$ cat src/design/bridge_pkg.sv
//****************************
// Shared widths, AHB and AXI encodings
// Strobe decode functions for write beats
//****************************

package bridge_pkg;

   localparam int addr_w = 32;
   localparam int data_w = 64;
   localparam int strb_w = data_w / 8;

   // AHB transfer type, only two codes are issued
   typedef enum logic [1:0] {
      htrans_idle   = 2'b00,
      htrans_nonseq = 2'b10
   } htrans_t;

   typedef enum logic [1:0] {
      resp_okay   = 2'b00,
      resp_slverr = 2'b10
   } axi_resp_t;

   typedef enum logic [2:0] {
      hsize_byte  = 3'd0,
      hsize_half  = 3'd1,
      hsize_word  = 3'd2,
      hsize_dword = 3'd3
   } hsize_t;

   //****************************
   // Strobe decode
   //****************************

   // Aligned pattern that fits one beat, narrow transfers always do
   function automatic logic strb_aligned(input logic [strb_w-1:0] strb, input hsize_t size);
      logic hit;
      case (strb)
         8'hff, 8'h0f, 8'hf0, 8'h03, 8'h0c, 8'h30, 8'hc0: hit = 1'b1;
         default: hit = 1'b0;
      endcase
      return hit || (size != hsize_dword);
   endfunction

   function automatic hsize_t strb_size(input logic [strb_w-1:0] strb);
      case (strb)
         8'hff:                      return hsize_dword;
         8'h0f, 8'hf0:               return hsize_word;
         8'h03, 8'h0c, 8'h30, 8'hc0: return hsize_half;
         default:                    return hsize_byte;
      endcase
   endfunction

   function automatic logic [2:0] strb_offset(input logic [strb_w-1:0] strb);
      case (strb)
         8'h0c:        return 3'd2;
         8'hf0, 8'h30: return 3'd4;
         8'hc0:        return 3'd6;
         default:      return 3'd0;   // ff, 0f and 03 start at lane 0
      endcase
   endfunction

   // Lowest set strobe at or above start, strb_w when none is left
   function automatic logic [3:0] next_strb_byte(input logic [strb_w-1:0] strb,
                                                 input logic [3:0] start);
      logic [3:0] idx;
      idx = 4'(strb_w);
      for (int i = strb_w - 1; i >= 0; i--) begin
         if (strb[i] && (4'(i) >= start))
            idx = 4'(i);
      end
      return idx;
   endfunction

endpackage

$ cat src/design/bridge_if.sv
//****************************
// Command interface, accept stage to sequencer
// Response interface, sequencer to response buffer
//****************************

`timescale 1ns/1ps

interface bridge_cmd_if #(
   parameter int id_w = 1
);
   import bridge_pkg::*;

   logic                valid;
   logic                ready;
   logic                write;      // High for a buffered AXI write
   logic [id_w-1:0]     id;
   logic [addr_w-1:0]   addr;
   hsize_t              size;
   logic [strb_w-1:0]   strb;
   logic [data_w-1:0]   wdata;

   modport source (output valid, write, id, addr, size, strb, wdata, input ready);
   modport sink   (input valid, write, id, addr, size, strb, wdata, output ready);

endinterface

interface bridge_rsp_if #(
   parameter int id_w = 1
);
   import bridge_pkg::*;

   logic                valid;
   logic                ready;
   logic                write;      // Selects B or R channel
   logic                error;
   logic [id_w-1:0]     id;
   logic [data_w-1:0]   rdata;

   modport source (output valid, write, error, id, rdata, input ready);
   modport sink   (input valid, write, error, id, rdata, output ready);

endinterface

$ cat src/design/axi_cmd_accept.sv
//****************************
// AXI AW, W and AR acceptance
// One-entry write buffer and command select
//****************************

`timescale 1ns/1ps

module axi_cmd_accept #(
   parameter int id_w = 1
) (
   input  logic                            bus_clk,
   input  logic                            rst,

   input  logic                            awvalid,
   output logic                            awready,
   input  logic [id_w-1:0]                 awid,
   input  logic [bridge_pkg::addr_w-1:0]   awaddr,

   input  logic                            wvalid,
   output logic                            wready,
   input  logic [bridge_pkg::data_w-1:0]   wdata,
   input  logic [bridge_pkg::strb_w-1:0]   wstrb,

   input  logic                            arvalid,
   output logic                            arready,
   input  logic [id_w-1:0]                 arid,
   input  logic [bridge_pkg::addr_w-1:0]   araddr,
   input  logic [2:0]                      arsize,

   bridge_cmd_if.source                    cmd
);
   import bridge_pkg::*;

   logic                aw_held;
   logic                w_held;
   logic [id_w-1:0]     aw_id;
   logic [addr_w-1:0]   aw_addr;
   logic [data_w-1:0]   w_data;
   logic [strb_w-1:0]   w_strb;
   logic                wr_full;
   logic                wr_sent;

   assign wr_full = aw_held & w_held;
   assign wr_sent = cmd.valid & cmd.ready & wr_full;

   assign awready = ~aw_held;
   assign wready  = ~w_held;
   assign arready = cmd.ready & ~wr_full;    // Complete write goes first

   //****************************
   // Write buffer halves
   //****************************
   always_ff @(posedge bus_clk) begin
      if (rst) begin
         aw_held <= 1'b0;
         w_held  <= 1'b0;
      end else begin
         if (awvalid && awready)
            aw_held <= 1'b1;
         else if (wr_sent)
            aw_held <= 1'b0;
         if (wvalid && wready)
            w_held <= 1'b1;
         else if (wr_sent)
            w_held <= 1'b0;
      end
   end

   always_ff @(posedge bus_clk) begin
      if (awvalid && awready) begin
         aw_id   <= awid;
         aw_addr <= awaddr;
      end
      if (wvalid && wready) begin
         w_data <= wdata;
         w_strb <= wstrb;
      end
   end

   // Read passes straight through when no write is waiting
   assign cmd.valid = wr_full | arvalid;
   assign cmd.write = wr_full;
   assign cmd.id    = wr_full ? aw_id : arid;
   assign cmd.addr  = wr_full ? aw_addr : araddr;
   assign cmd.size  = wr_full ? hsize_dword : hsize_t'(arsize);
   assign cmd.strb  = wr_full ? w_strb : {strb_w{1'b1}};
   assign cmd.wdata = w_data;

endmodule

$ cat src/design/ahb_beat_sequencer.sv
//****************************
// Command to AHB-Lite beat FSM
// Byte splitting for unaligned strobes
// Response push with error address
//****************************

`timescale 1ns/1ps

module ahb_beat_sequencer #(
   parameter int id_w = 1
) (
   input  logic                            bus_clk,
   input  logic                            rst,

   bridge_cmd_if.sink                      cmd,
   bridge_rsp_if.source                    rsp,

   output logic [bridge_pkg::addr_w-1:0]   haddr,
   output bridge_pkg::htrans_t             htrans,
   output bridge_pkg::hsize_t              hsize,
   output logic                            hwrite,
   output logic [bridge_pkg::data_w-1:0]   hwdata,
   input  logic [bridge_pkg::data_w-1:0]   hrdata,
   input  logic                            hready,
   input  logic                            hresp
);
   import bridge_pkg::*;

   typedef enum logic [1:0] {
      st_idle,
      st_address,
      st_data,
      st_respond
   } state_t;

   state_t              state;

   // Registered command
   logic                c_write;
   logic [id_w-1:0]     c_id;
   logic [addr_w-1:0]   c_addr;
   hsize_t              c_size;
   logic [strb_w-1:0]   c_strb;
   logic [data_w-1:0]   c_wdata;
   logic                c_aligned;
   logic [2:0]          ptr;          // Current byte lane for split writes

   logic                r_error;
   logic [data_w-1:0]   r_rdata;

   logic                cmd_take;
   logic                take_aligned;
   logic [3:0]          first_ptr;
   logic [3:0]          next_ptr;
   logic                last_beat;
   logic [2:0]          beat_low;
   hsize_t              beat_size;
   logic [addr_w-1:0]   beat_addr;

   assign cmd.ready = (state == st_idle);
   assign cmd_take  = cmd.valid & cmd.ready;

   assign take_aligned = ~cmd.write | strb_aligned(cmd.strb, cmd.size);
   assign first_ptr    = next_strb_byte(cmd.strb, 4'd0);

   //****************************
   // Beat address and size
   //****************************
   always_comb begin
      if (!c_write) begin
         beat_low  = c_addr[2:0];
         beat_size = c_size;
      end else if (c_aligned) begin
         beat_low  = strb_offset(c_strb);
         beat_size = strb_size(c_strb);
      end else begin
         beat_low  = ptr;
         beat_size = hsize_byte;
      end
   end

   assign beat_addr = {c_addr[addr_w-1:3], beat_low};
   assign next_ptr  = next_strb_byte(c_strb, {1'b0, ptr} + 4'd1);
   assign last_beat = ~c_write | c_aligned | next_ptr[3];

   // FSM
   always_ff @(posedge bus_clk) begin
      if (rst) begin
         state <= st_idle;
      end else begin
         case (state)
            st_idle: begin
               if (cmd_take) begin
                  // A write with no strobes set needs no beat at all
                  if (!take_aligned && first_ptr[3])
                     state <= st_respond;
                  else
                     state <= st_address;
               end
            end
            st_address: state <= st_data;   // Prior beat already ended, one cycle here
            st_data: begin
               if (hready) begin
                  if (hresp || last_beat)
                     state <= st_respond;
                  else
                     state <= st_address;
               end
            end
            st_respond: begin
               if (rsp.ready)
                  state <= st_idle;
            end
            default: state <= st_idle;
         endcase
      end
   end

   // Command copy, byte pointer and response payload
   always_ff @(posedge bus_clk) begin
      if (cmd_take) begin
         c_write   <= cmd.write;
         c_id      <= cmd.id;
         c_addr    <= cmd.addr;
         c_size    <= cmd.size;
         c_strb    <= cmd.strb;
         c_wdata   <= cmd.wdata;
         c_aligned <= take_aligned;
         ptr       <= first_ptr[2:0];
         r_error   <= 1'b0;
      end
      if (state == st_data && hready) begin
         if (hresp) begin
            r_error <= 1'b1;
            r_rdata <= {2{beat_addr}};        // Failing beat address in both halves
         end else if (!c_write) begin
            r_rdata <= hrdata;
         end else if (!last_beat) begin
            ptr <= next_ptr[2:0];
         end
      end
   end

   //****************************
   // AHB and response outputs
   //****************************
   assign htrans = (state == st_address) ? htrans_nonseq : htrans_idle;
   assign haddr  = beat_addr;
   assign hsize  = beat_size;
   assign hwrite = c_write;
   assign hwdata = c_wdata;     // Byte beats use the lanes the strobes select

   assign rsp.valid = (state == st_respond);
   assign rsp.write = c_write;
   assign rsp.error = r_error;
   assign rsp.id    = c_id;
   assign rsp.rdata = r_rdata;

endmodule

$ cat src/design/axi_resp_buffer.sv
//****************************
// One-entry response holder
// Drives AXI B and R channels
//****************************

`timescale 1ns/1ps

module axi_resp_buffer #(
   parameter int id_w = 1
) (
   input  logic                            bus_clk,
   input  logic                            rst,

   bridge_rsp_if.sink                      rsp,

   output logic                            bvalid,
   input  logic                            bready,
   output logic [id_w-1:0]                 bid,
   output bridge_pkg::axi_resp_t           bresp,

   output logic                            rvalid,
   input  logic                            rready,
   output logic [id_w-1:0]                 rid,
   output logic [bridge_pkg::data_w-1:0]   rdata,
   output bridge_pkg::axi_resp_t           rresp
);
   import bridge_pkg::*;

   logic                full;
   logic                h_write;
   logic                h_error;
   logic [id_w-1:0]     h_id;
   logic [data_w-1:0]   h_rdata;
   logic                pop;

   assign rsp.ready = ~full;
   assign pop       = (bvalid & bready) | (rvalid & rready);

   always_ff @(posedge bus_clk) begin
      if (rst)
         full <= 1'b0;
      else if (rsp.valid && rsp.ready)
         full <= 1'b1;
      else if (pop)
         full <= 1'b0;
   end

   always_ff @(posedge bus_clk) begin
      if (rsp.valid && rsp.ready) begin
         h_write <= rsp.write;
         h_error <= rsp.error;
         h_id    <= rsp.id;
         h_rdata <= rsp.rdata;
      end
   end

   assign bvalid = full & h_write;
   assign bid    = h_id;
   assign bresp  = h_error ? resp_slverr : resp_okay;

   assign rvalid = full & ~h_write;
   assign rid    = h_id;
   assign rdata  = h_rdata;
   assign rresp  = h_error ? resp_slverr : resp_okay;   // Same code on either channel

endmodule

$ cat src/design/axi_ahb_bridge.sv
//****************************
// AXI4 to AHB-Lite bridge top
// Accept, sequence and respond stages
//****************************

`timescale 1ns/1ps

module axi_ahb_bridge #(
   parameter int id_w = 1
) (
   input  logic                            bus_clk,
   input  logic                            rst,

   // AXI write address and data
   input  logic                            awvalid,
   output logic                            awready,
   input  logic [id_w-1:0]                 awid,
   input  logic [bridge_pkg::addr_w-1:0]   awaddr,
   input  logic                            wvalid,
   output logic                            wready,
   input  logic [bridge_pkg::data_w-1:0]   wdata,
   input  logic [bridge_pkg::strb_w-1:0]   wstrb,

   output logic                            bvalid,
   input  logic                            bready,
   output logic [id_w-1:0]                 bid,
   output logic [1:0]                      bresp,

   // AXI read address and data
   input  logic                            arvalid,
   output logic                            arready,
   input  logic [id_w-1:0]                 arid,
   input  logic [bridge_pkg::addr_w-1:0]   araddr,
   input  logic [2:0]                      arsize,
   output logic                            rvalid,
   input  logic                            rready,
   output logic [id_w-1:0]                 rid,
   output logic [bridge_pkg::data_w-1:0]   rdata,
   output logic [1:0]                      rresp,
   output logic                            rlast,

   // AHB-Lite
   output logic [bridge_pkg::addr_w-1:0]   haddr,
   output logic [1:0]                      htrans,
   output logic [2:0]                      hsize,
   output logic                            hwrite,
   output logic [bridge_pkg::data_w-1:0]   hwdata,
   input  logic [bridge_pkg::data_w-1:0]   hrdata,
   input  logic                            hready,
   input  logic                            hresp
);

   bridge_cmd_if #(.id_w(id_w)) cmd_bus ();
   bridge_rsp_if #(.id_w(id_w)) rsp_bus ();

   assign rlast = 1'b1;   // Single-beat reads only

   axi_cmd_accept #(.id_w(id_w)) axi_cmd_accept_i (
      .bus_clk (bus_clk), .rst (rst),
      .awvalid (awvalid), .awready (awready), .awid (awid), .awaddr (awaddr),
      .wvalid  (wvalid),  .wready  (wready),  .wdata (wdata), .wstrb (wstrb),
      .arvalid (arvalid), .arready (arready), .arid (arid), .araddr (araddr),
      .arsize  (arsize),
      .cmd     (cmd_bus.source)
   );

   ahb_beat_sequencer #(.id_w(id_w)) ahb_beat_sequencer_i (
      .bus_clk (bus_clk), .rst (rst),
      .cmd     (cmd_bus.sink),
      .rsp     (rsp_bus.source),
      .haddr   (haddr),   .htrans (htrans), .hsize  (hsize),
      .hwrite  (hwrite),  .hwdata (hwdata), .hrdata (hrdata),
      .hready  (hready),  .hresp  (hresp)
   );

   axi_resp_buffer #(.id_w(id_w)) axi_resp_buffer_i (
      .bus_clk (bus_clk), .rst (rst),
      .rsp     (rsp_bus.sink),
      .bvalid  (bvalid), .bready (bready), .bid (bid), .bresp (bresp),
      .rvalid  (rvalid), .rready (rready), .rid (rid), .rdata (rdata),
      .rresp   (rresp)
   );

endmodule

$ cat config.mk
export PLATFORM = sky130hd
export DESIGN_NAME = axi_ahb_bridge
export DESIGN_NICKNAME = d
export VERILOG_FILES = /design/src/design/bridge_pkg.sv /design/src/design/bridge_if.sv /design/src/design/axi_cmd_accept.sv /design/src/design/ahb_beat_sequencer.sv /design/src/design/axi_resp_buffer.sv /design/src/design/axi_ahb_bridge.sv
export SDC_FILE = /design/constraint.sdc
export NUM_CORES = 1
export LEC_CHECK = 0
export CORE_AREA = 2 2 173 175
export DETAILED_ROUTE_END_ITERATION = 6
export DIE_AREA = 0 0 175 177
export DONT_BUFFER_PORTS = 1
export SYNTH_ARGS = -nofsm -noshare
export SYNTH_HDL_FRONTEND = slang
export SYNTH_SLANG_ARGS = --single-unit
$ cat constraint.sdc
create_clock -name bus_clk -period 5.6 [get_ports bus_clk]
set_clock_uncertainty 0.05 [all_clocks]
set_input_delay 0.56 -clock bus_clk [delete_from_list [all_inputs] [get_ports bus_clk]]
set_output_delay 0.56 -clock bus_clk [all_outputs]
set_load 0.005 [all_outputs]
==> summary.txt, run 1 <==
Global routing
  – Initial antenna violation count: 4
  – First-pass GRT wire length: approximately 39000 um
  – Vias in the first global route: 6339
  – Global route overflow: 0
  – Total GRT Usage: about 17%
  – Largest net degree at the start of global routing: 94

Routing
  – Detailed Routing Iterations Pass 1: 5
  – DRC: 0
  – Final WL: 27000 um
  – DR iter-0 viols: between 400 and 500
  – Vias after detailed routing: roughly 6400
  – Antenna viol nets, final: 0
  – Post-DR vias/cell: roughly 5.1
  – DR WL/cell: 21.8 um

Cells and area
  – Nets: 1045
  – Layout Area Growth over Synthesis: 11.2%
  – Commonest non-fill, non-tap cell in the layout: edfxtp_1
  – Fillcell total: about 2500
  – N_diodes: 0
  – Layout cells sized above 1: 8.80%
  – Cell area after layout: approximately 14000 um2
  – Most frequent cells in the layout: edfxtp_1, nand2_1, inv_1, o21ai_0, clkbuf_16

Clocking
  – Root Driver: clkbuf_16
  – CTS buffer count: 38
  – CTS tree: yes
  – Clock latency on the worst-skew pair: 510 ps
  – Post-CTS Resized: 0
  – CTS hold repair buffers: 0
  – H-tree depth: 2
  – Clock transition at path regs: roughly 50 ps
  – Setup bufs post-CTS: 0
  – Bufs on Longest Clock Path: 3
  – Clk sink count: between 300 and 400

Die
  – Core Rows: 63
  – Die H: approximately 180 um
  – Die X: between 150 and 200 um
  – # IOs: roughly 390
  – Die Area: slightly above 30000 um2
  – Core area: ~29000 um2
  – Initial core utilization: between 40 and 50%

Synth
  – Synthesized instance count: approximately 840
  – Sequential share of the synthesized area: just over 80%
  – Top post-synthesis cells by area: edfxtp_1, nand2_1, o21ai_0
  – Async SR Flop Fraction: 0%
  – Mapped cell area: ~13000 um2
  – Synth cell types: 49
  – Synth Flop Type: edfxtp_1
  – Warnings, synthesis: 0
  – Mean Syn Cell Area: ~15 um2
  – Post-synth EDFFs: around 350
  – Yosys top cell area share: around four fifths
  – Cell taking the most area after synthesis: edfxtp_1
  – FF+latch count, synth: 355

Worst setup path
  – Element type at the critical path start: register
  – Worst EP required: around 5700 ps
  – Worst reg2reg path depth: 5
  – WP data arrival: 3540 ps
  – Max FO, Critical Path: between 70 and 80
  – Reg-to-Reg Start: axi_cmd_accept_i.w_held$_SDFFE_PP0P_
  – RR Endpoint: ahb_beat_sequencer_i.c_addr[10]$_DFFE_PP_
  – Crit Path Category: reg -> reg
  – Critical path origin: axi_cmd_accept_i.w_held$_SDFFE_PP0P_
  – Slack of the worst reg-to-reg path: 2130 ps
  – Critical Path End: ahb_beat_sequencer_i.c_addr[10]$_DFFE_PP_
  – Crit end category: register

Min path
  – Worst Hold Class: in -> reg

Placement
  – I/O Buffers: 0
  – Post-place setup slack: 2000 ps
  – Routability cong.: approximately 0.8
  – Placed inst area: between 10000 and 15000 um2
  – DPL Wire Length: approximately 19000 um

Power and ir drop
  – Leak: approximately 0.0051 uW
  – PwrDens: about 420 nW/um2
  – Peak VDD IR: about 0.00036 V

Timing
  – Final slew viol count: 0
  – Period minus WS final: around 3500 ps
  – Setup TNS: 0 ps
  – Fmax: just under 300 MHz
  – Tcrit/Tclk final: around three fifths
  – Setup violators final: 0
  – RSZ-0062 raised after global routing: no
  – Least-Margin Pin Slew: ~940 ps
  – Slew HR: 37.1%
  – Setup WS post-layout: about 2100 ps
  – Fin. Hold Viols: 0

Flow run
  – Max Cap Viol: 0

Outcome
  – Status: finished, final reports clean
## registers in the layout, summed over array words and instances, names as in the netlist, 2 cells and up
register / flops
ahb_beat_sequencer_i.c_addr: 32
axi_cmd_accept_i.aw_addr: 32
ahb_beat_sequencer_i.c_strb: 8
axi_cmd_accept_i.cmd.wdata: 64
axi_cmd_accept_i.w_strb: 8
ahb_beat_sequencer_i.rsp.rdata: 64
ahb_beat_sequencer_i.state: 2
axi_resp_buffer_i.rdata: 64
ahb_beat_sequencer_i.hwdata: 64
ahb_beat_sequencer_i.c_size: 3
ahb_beat_sequencer_i.ptr: 3
## logic make-up after synthesis
family | Yosys count | share of synthesized area (%)
adder cells (fa/ha/maj) | 5 | 0.483
multiplexers | 4 | 0.328
XOR/XNOR | 3 | 0.203
AO/OA/AOI/OAI | 117 | 5.19
flip-flops | 355 | 81.6
buffers and inverters | 133 | 4.92
other | 2 | 0.0580
AND/OR/NAND/NOR | 220 | 7.25
## power breakdown
part / switching, uW / total, uW / internal [uW] / leakage [uW]
clock network: 984 / 2490 / 1500 / 0.000598
logic: 182 / 239 / 57.2 / 0.00121
registers: 109 / 3270 / 3160 / 0.00330
## metal layers
layer	routed length [um]	track usage, %	vias to the layer above	share of wire (%)
met5	55	0	-	0.20
met4	587	4.93	8	2.2
met3	3140	8.05	51	12
met2	13200	28.6	339	49
met1	10000	19.1	3058	37
li1	-	-	2929	-
## per-stage QoR
step	utilization, %	cells	total power [uW]	hold slack, ps
after floorplan	-	841	3500	350
final	49.3	1242	5990	70.5
after CTS	49.3	1242	6070	42.9
after detailed placement	45.0	1176	3570	355
after global routing	49.3	1242	6200	53.6
after global placement	45.0	1176	3560	350
## worst max-delay path, stage by stage (launching register included)
cell	delay, ps
dfxtp_1	420
nand2_2	90
inv_2	640
o21ai_1	440
inv_4	550
buf_4	790
## final cells by class
type,count,area (um2),share of cell area [%]
inverters,72,273,1.89
clock buffers,43,991,6.88
well taps,390,488,3.39
clock inverters,23,249,1.73
repair buffers,6,45.0,0.313
multi-input cells,353,1790,12.4
flip-flops and latches,355,10600,73.4
## Yosys cell counts, types with 4 or more instances
library cell,number
inv_1,71
buf_4,36
edfxtp_1,346
nor3_1,8
dfxtp_1,9
a21oi_1,19
o22ai_1,4
clkbuf_1,16
nand2b_1,12
nor2_1,19
ha_1,5
buf_1,6
o21ai_0,68
nor2b_1,6
nand3_1,6
nand2_1,152
o21ai_1,6
## worst min-delay path by stage
stage / slack (ps) / cells after the start / end / start
final: 70 / 1 / axi_resp_buffer_i.full$_SDFFE_PP0P_ / rst
after global routing: 50 / 1 / axi_resp_buffer_i.full$_SDFFE_PP0P_ / rst
after CTS: 40 / 1 / ahb_beat_sequencer_i.state[1]$_SDFFE_PP0P_ / rst
after detailed placement: 350 / 0 / ahb_beat_sequencer_i.hwdata[36]$_DFFE_PP_ / axi_cmd_accept_i.cmd.wdata[36]$_DFFE_PP_
after global placement: 350 / 0 / axi_resp_buffer_i.rdata[15]$_DFFE_PP_ / ahb_beat_sequencer_i.rsp.rdata[15]$_DFFE_PP_
after floorplan: 350 / 0 / ahb_beat_sequencer_i.hwdata[0]$_DFFE_PP_ / axi_cmd_accept_i.cmd.wdata[0]$_DFFE_PP_
(Power assumes the default switching activity.)
==> run 2, diff against run 1 <==
- clock period: 5.6 -> 3.1 ns (I/O delays scaled with it)
==> run 2 against run 1 <==
  * Die area is the same
  * Core utilization grew 6.0 points
  * Via count grew 13%
  * Total power grew 78%
  * Wire length grew 15%
  * Cell area grew 12%
  * Clock power grew 63%
  * Largest cell class unchanged
==> summary.txt, run 2 (synthesis results as in run 1) <==
Power and ir drop
  – PwrDens: 661 nW/um2 (+59%)
  – Clock network power share: 38.2% (-3.3 points)
  – Peak VDD IR: 0.000561 V (+57%)
  – Switch Pwr: 2390 uW (+88%)
  – Leak: 0.00582 uW (+14%)
  – Combinational power share: 6.5% (+2.5 points)
  – Pwr Total: 10700 uW (+78%)
  – Int Pwr: 8280 uW (+75%)
  – Switching Fraction: 22.4% (+1.1 points)
  – Register share of total power: 55.3% (+0.8 points)

Global routing
  – Vias in the first global route: 7222 (+14%)
  – First-pass GRT wire length: 44200 um (+14%)
  – Initial antenna violation count: 1 (-3)
  – Total GRT Usage: 19.4% (+2.5 points)
  – Global route overflow: 0 (unchanged)
  – Largest net degree at the start of global routing: 73 (-22%)

Worst setup path
  – RR Endpoint: ahb_beat_sequencer_i.state[1]$_SDFFE_PP0P_
  – Max stage delay on crit path: 510 ps (-280 ps)
  – Worst EP required: 2740 ps (-2930 ps)
  – Worst reg2reg path depth: 8 (+3)
  – Crit-path slowest cell: edfxtp_1
  – Crit Path Category: reg -> out
  – Cell family with most CP delay: compound AO/OA/AOI/OAI gates
  – Critical path buffers and inverters: 0 (-3)
  – WP data arrival: 2100 ps (-1440 ps)
  – Element type at the critical path start: register
  – Cells along the critical path: nor4_1, a31oi_1, a21oi_1
  – Crit end category: output pin
  – Max FO, Critical Path: 5 (-93%)
  – Reg-to-Reg Start: axi_cmd_accept_i.w_held$_SDFFE_PP0P_
  – Slack of the worst reg-to-reg path: 950 ps (-1180 ps)

Clocking
  – Clock latency on the worst-skew pair: 520 ps (about the same)
  – Root Driver: clkbuf_16
  – Clock transition at path regs: 60 ps (about the same)
  – CTS tree: yes
  – Setup bufs post-CTS: 0 (unchanged)
  – CTS buffer count: 37 (-2.6%)
  – Bufs on Longest Clock Path: 3 (unchanged)
  – Clk sink count: 355 (unchanged)
  – H-tree depth: 2 (unchanged)

Routing
  – Final WL: 31100 um (+15%)
  – Detailed Routing Iterations Pass 1: 4 (-1)
  – Vias after detailed routing: 7228 (+13%)
  – DRC: 0 (unchanged)
  – DR WL/cell: 21.9 um (+0.45%)
  – Post-DR vias/cell: 5.09 (-1.1%)
  – Antenna viol nets, final: 0 (unchanged)
  – DR iter-0 viols: 527 (+17%)

Die
  – Die H: 177 um (unchanged)
  – Initial core utilization: 44.3% (unchanged)
  – # IOs: 392 (unchanged)
  – Die X: 175 um (unchanged)
  – Core Rows: 63 (unchanged)
  – Core area: 29200 um2 (unchanged)
  – Die Area: 31000 um2 (unchanged)

Cells and area
  – Commonest non-fill, non-tap cell in the layout: edfxtp_1
  – Register area: 10600 um2 (unchanged)
  – Area of the multi-input gates: 1790 um2 (+0.21%)
  – Most frequent cells in the layout: edfxtp_1, dlygate4sd3_1, nand2_1, inv_1, o21ai_0
  – Layout Area Growth over Synthesis: 24.6%
  – Fillcell total: 2302 (-6.0%)
  – Layout cells sized above 1: 7.09% (-1.7 points)
  – Nets: 1224 (+17%)

Placement
  – I/O Buffers: 0 (unchanged)
  – DPL Wire Length: 19000 um (+2.6%)
  – Routability cong.: 0.842 (+5.6%)

Outcome
  – Status: finished, final reports clean

Timing
  – Period minus WS final: about 2500 ps
  – Slew HR: 47.9% (+11 points)
  – Least-Margin Pin Slew: 780 ps (-163 ps)
  – Fin. Hold Viols: 0 (unchanged)
  – Setup violators final: 0 (unchanged)
  – Tcrit/Tclk final: 79.5%
  – RSZ-0062 raised after global routing: no
  – Fmax: slightly above 400 MHz
  – Final slew viol count: 0 (unchanged)
  – Fin Hold WS: 14.3 ps (-56.2 ps)
  – Setup TNS: 0 ps (unchanged)

Min path
  – Worst hold start: hrdata[21]
  – Worst Hold Class: in -> reg
  – Hold EP: ahb_beat_sequencer_i.rsp.rdata[21]$_DFFE_PP_
  – Hold path depth: 2 (+1)

Flow run
  – Max Cap Viol: 0 (unchanged)
-- run 2: changes by cell type in the layout (fill, tap and decap cells not counted), sizes merged --
cell and delta:
clkbuf +5, bufinv -4, clkinvlp -2, diode +1, inv -1, dlygate4sd3 +175, buf +5
-- run 2: how the worst max path moves through the flow --
stage                                                   to  slack [ps]  cells after the start                                startpoint
2_1_floorplan  ahb_beat_sequencer_i.rsp.rdata[0]$_DFFE_PP_           1                      3                                     hresp
3_3_place_gp           ahb_beat_sequencer_i.ptr[2]$_DFF_P_         980                      8      axi_cmd_accept_i.w_held$_SDFFE_PP0P_
3_5_place_dp    ahb_beat_sequencer_i.state[1]$_SDFFE_PP0P_         950                      8      axi_cmd_accept_i.w_held$_SDFFE_PP0P_
4_1_cts                                           haddr[1]         620                      3  ahb_beat_sequencer_i.c_strb[4]$_DFFE_PP_
5_1_grt                                           haddr[1]         520                      3  ahb_beat_sequencer_i.c_strb[4]$_DFFE_PP_
6_report                                          haddr[1]         640                      3  ahb_beat_sequencer_i.c_strb[4]$_DFFE_PP_
-- run 2: what timing repair did --
| action | 4_1_cts | 5_1_grt |
|---|---|---|
| resized for setup | 0 | 0 |
| hold endpoints to repair | 177 | 0 |
| hold buffers | 176 | 0 |
-- run 2: final cells by class --
| cell class | count | share of cell area [%] |
|---|---|---|
| well taps | 390 | 3.02 |
| clock buffers | 48 | 5.99 |
| flip-flops and latches | 355 | 65.4 |
| clock inverters | 16 | 0.759 |
| repair buffers | 186 | 12.0 |
| inverters | 72 | 1.70 |
| diodes | 1 | 0.0155 |
| multi-input cells | 353 | 11.1 |
-- run 2: power by group through the flow --
stage | logic, uW | clock network (uW) | registers, uW
2_1_floorplan | 406 | 0 | 5910
3_5_place_dp | 497 | 0 | 6000
5_1_grt | 760 | 4350 | 5930
3_3_place_gp | 485 | 0 | 6000
6_report | 694 | 4070 | 5900
4_1_cts | 701 | 4150 | 5900
-- run 2: stage by stage --
| step | setup WS, ps | cells | util (%) | area, um2 |
|---|---|---|---|---|
| finish | 635 | 1421 | 55.2 | 16200 |
| floorplan | 1.06 | 841 | - | 13000 |
| global placement | 983 | 1180 | 45.4 | 13300 |
| CTS | 621 | 1420 | 55.2 | 16100 |
| global route | 515 | 1420 | 55.2 | 16100 |
| detailed placement | 947 | 1180 | 45.4 | 13300 |
-- run 2: per-layer routing --
metal  vias to the layer above  part of all wire, %  global-route usage, %
met1                      3483                   38                   23.3
met5                         -                0.042                      0
met2                       410                   50                   33.0
met4                         2                  2.0                   5.17
li1                       3284                    -                      -
met3                        49                  9.9                   7.11
==> run 3, diff against run 2 <==
- clock period: 3.1 -> 2.36 ns (I/O delays scaled with it)
==> run 3 against run 2 <==
  * Sequential share of layout area fell by 2.4 points
  * Register-to-register slack got worse by 690 ps
  * Global-route usage is 0.22 points lower
  * Clock power is 44% higher
  * Count of clock-buffer cells in the layout shrank 4
  * Die area unchanged
  * Flip-flop and latch count unchanged
  * Cell area grew 3.8%
  * Wire length decreased by 1.3%
  * First-iteration DRC count grew 30%
  * Setup slack worse by 490 ps
==> summary.txt, run 3 (synthesis results as in run 1) <==
Outcome
  – Status: finished, final reports clean

Power and ir drop
  – Register share of total power: 53.1% (-2.2 points)
  – Switch Pwr: 3120 uW (+31%)
  – PwrDens: 870 nW/um2 (+32%)
  – Switching Fraction: 21.4% (-1.0 points)
  – Int Pwr: 11500 uW (+39%)
  – Combinational power share: 6.7% (+0.2 points)
  – Peak VDD IR: 0.000797 V (+42%)
  – Clock network power share: 40.1% (+1.9 points)
  – Leak: 0.00610 uW (+4.8%)

Worst setup path
  – Max FO, Critical Path: 7 (+2)
  – Crit end category: output pin
  – Element type at the critical path start: register
  – Worst reg2reg path depth: 8 (unchanged)
  – Crit Path Category: reg -> out
  – Worst EP required: 2070 ps (-670 ps)
  – WP data arrival: 1930 ps (-170 ps)

Clocking
  – Clock latency on the worst-skew pair: 510 ps (about the same)
  – Clk sink count: 355 (unchanged)
  – Root Driver: clkbuf_16
  – CTS tree: yes
  – CTS buffer count: 37 (unchanged)
  – Clock transition at path regs: 60 ps (about the same)
  – H-tree depth: 2 (unchanged)
  – Bufs on Longest Clock Path: 3 (unchanged)
  – Setup bufs post-CTS: 0 (unchanged)

Timing
  – RSZ-0062 raised after global routing: yes
  – Final slew viol count: 0 (unchanged)
  – Period minus WS final: between 2000 and 2500 ps
  – Least-Margin Pin Slew: 610 ps (-170 ps)
  – Setup violators final: 0 (unchanged)
  – Setup WS post-layout: 142 ps (-494 ps)
  – Slew HR: 59.3% (+11 points)
  – Fmax: 451 MHz
  – Fin Hold WS: 21.8 ps (+7.55 ps)
  – Tcrit/Tclk final: a little over nine tenths
  – Fin. Hold Viols: 0 (unchanged)

Cells and area
  – Cell area after layout: 16800 um2 (+3.8%)
  – Fillcell total: 2174 (-5.6%)
  – Layout Area Growth over Synthesis: 29.4%
  – Layout cells sized above 1: 8.81% (+1.7 points)
  – Commonest non-fill, non-tap cell in the layout: edfxtp_1
  – N_diodes: 0 (-1)
  – Share of the core filled with cells: 57.3% (+2.1 points)
  – Most frequent cells in the layout: edfxtp_1, dlygate4sd3_1, nand2_1, inv_1, o21ai_0
  – Final Non-Filler Cells: 1468 (+3.3%)
  – Nets: 1271 (+3.8%)

Global routing
  – Vias in the first global route: 7613 (+5.4%)
  – First-pass GRT wire length: 44300 um (+0.24%)
  – Largest net degree at the start of global routing: 92 (+26%)
  – Initial antenna violation count: 0 (-1)
  – Global route overflow: 0 (unchanged)
  – Total GRT Usage: 19.1% (-0.22 points)

Placement
  – I/O Buffers: 0 (unchanged)
  – Placed inst area: 13300 um2 (+0.45%)
  – Post-place setup slack: 294 ps (-653 ps)
  – Routability cong.: 0.858 (+1.8%)
  – DPL Wire Length: 19000 um (about the same)
  – Placed cell count: 1188 (+0.68%)

Routing
  – DR iter-0 viols: 685 (+30%)
  – DRC: 0 (unchanged)
  – Vias after detailed routing: 7351 (+1.7%)
  – DR WL/cell: 20.9 um (-4.4%)
  – Post-DR vias/cell: 5.01 (-1.6%)
  – Antenna viol nets, final: 0 (unchanged)
  – Detailed Routing Iterations Pass 1: 6 (+2)
  – Final WL: 30700 um (-1.3%)

Die
  – Die H: 177 um (unchanged)
  – Die X: 175 um (unchanged)
  – Core Rows: 63 (unchanged)
  – Initial core utilization: 44.3% (unchanged)
  – Core area: 29200 um2 (unchanged)
  – # IOs: 392 (unchanged)
  – Die Area: 31000 um2 (unchanged)

Flow run
  – Max Cap Viol: 0 (unchanged)

Min path
  – Hold path depth: 2 (unchanged)
  – Worst Hold Class: in -> reg
[run 3: power groups by stage]
stage	Clock, uW	Sequential, uW	Combinational (uW)
after floorplan	0	7750	540
after global placement	0	7880	640
after detailed placement	0	7880	650
after CTS	5980	7750	982
after global routing	6210	7800	1080
final	5850	7750	984
[run 3: timing repair]
| item | in CTS | in global routing |
|---|---|---|
| setup endpoints to repair | 2 | 3 |
| hold buffers | 215 | 0 |
| cloned | 0 | 0 |
| hold endpoints to repair | 212 | 0 |
| resized for setup | 1 | 3 |
[run 3: worst max-delay path: stages (launching register included)]
cell and delay [ps]:
edfxtp_1 490, or2_1 330, o22ai_1 180, nand3_1 100, nand3_1 110, o21ai_1 120, inv_1 110
[run 3: worst paths after layout]
path	startpoint	endpoint	slack, ps
worst max-delay path	ahb_beat_sequencer_i.c_strb[7]$_DFFE_PP_	haddr[2]	140
worst min-delay path	hrdata[57]	ahb_beat_sequencer_i.rsp.rdata[57]$_DFFE_PP_	20
worst max register to register	ahb_beat_sequencer_i.ptr[0]$_DFF_P_	ahb_beat_sequencer_i.ptr[0]$_DFF_P_	260
worst min register to register	ahb_beat_sequencer_i.rsp.rdata[25]$_DFFE_PP_	axi_resp_buffer_i.rdata[25]$_DFFE_PP_	360
[run 3: cell type report]
type | count | area [um2] | share of cell area, %
Sequential cell | 355 | 10600 | 63.1
Tap cell | 390 | 488 | 2.91
Timing Repair Buffer | 233 | 2380 | 14.2
Multi-Input combinational cell | 353 | 1830 | 10.9
Inverter | 72 | 274 | 1.63
Clock buffer | 44 | 995 | 5.93
Clock inverter | 21 | 233 | 1.39
[run 3: metal layers]
layer	part of all wire, %	global-route usage (%)	up-vias
met2	50	33.4	426
met1	36	21.3	3468
li1	-	-	3390
met3	11	7.35	67
met5	0	0	-
met4	3.1	7.05	0
[run 3: through the flow]
stage               total power (uW)  TNS, ps
global placement                8520        0
global route                   15100    -31.4
detailed placement              8530        0
finish                         14600        0
CTS                            14700        0
floorplan                       8300   -85230
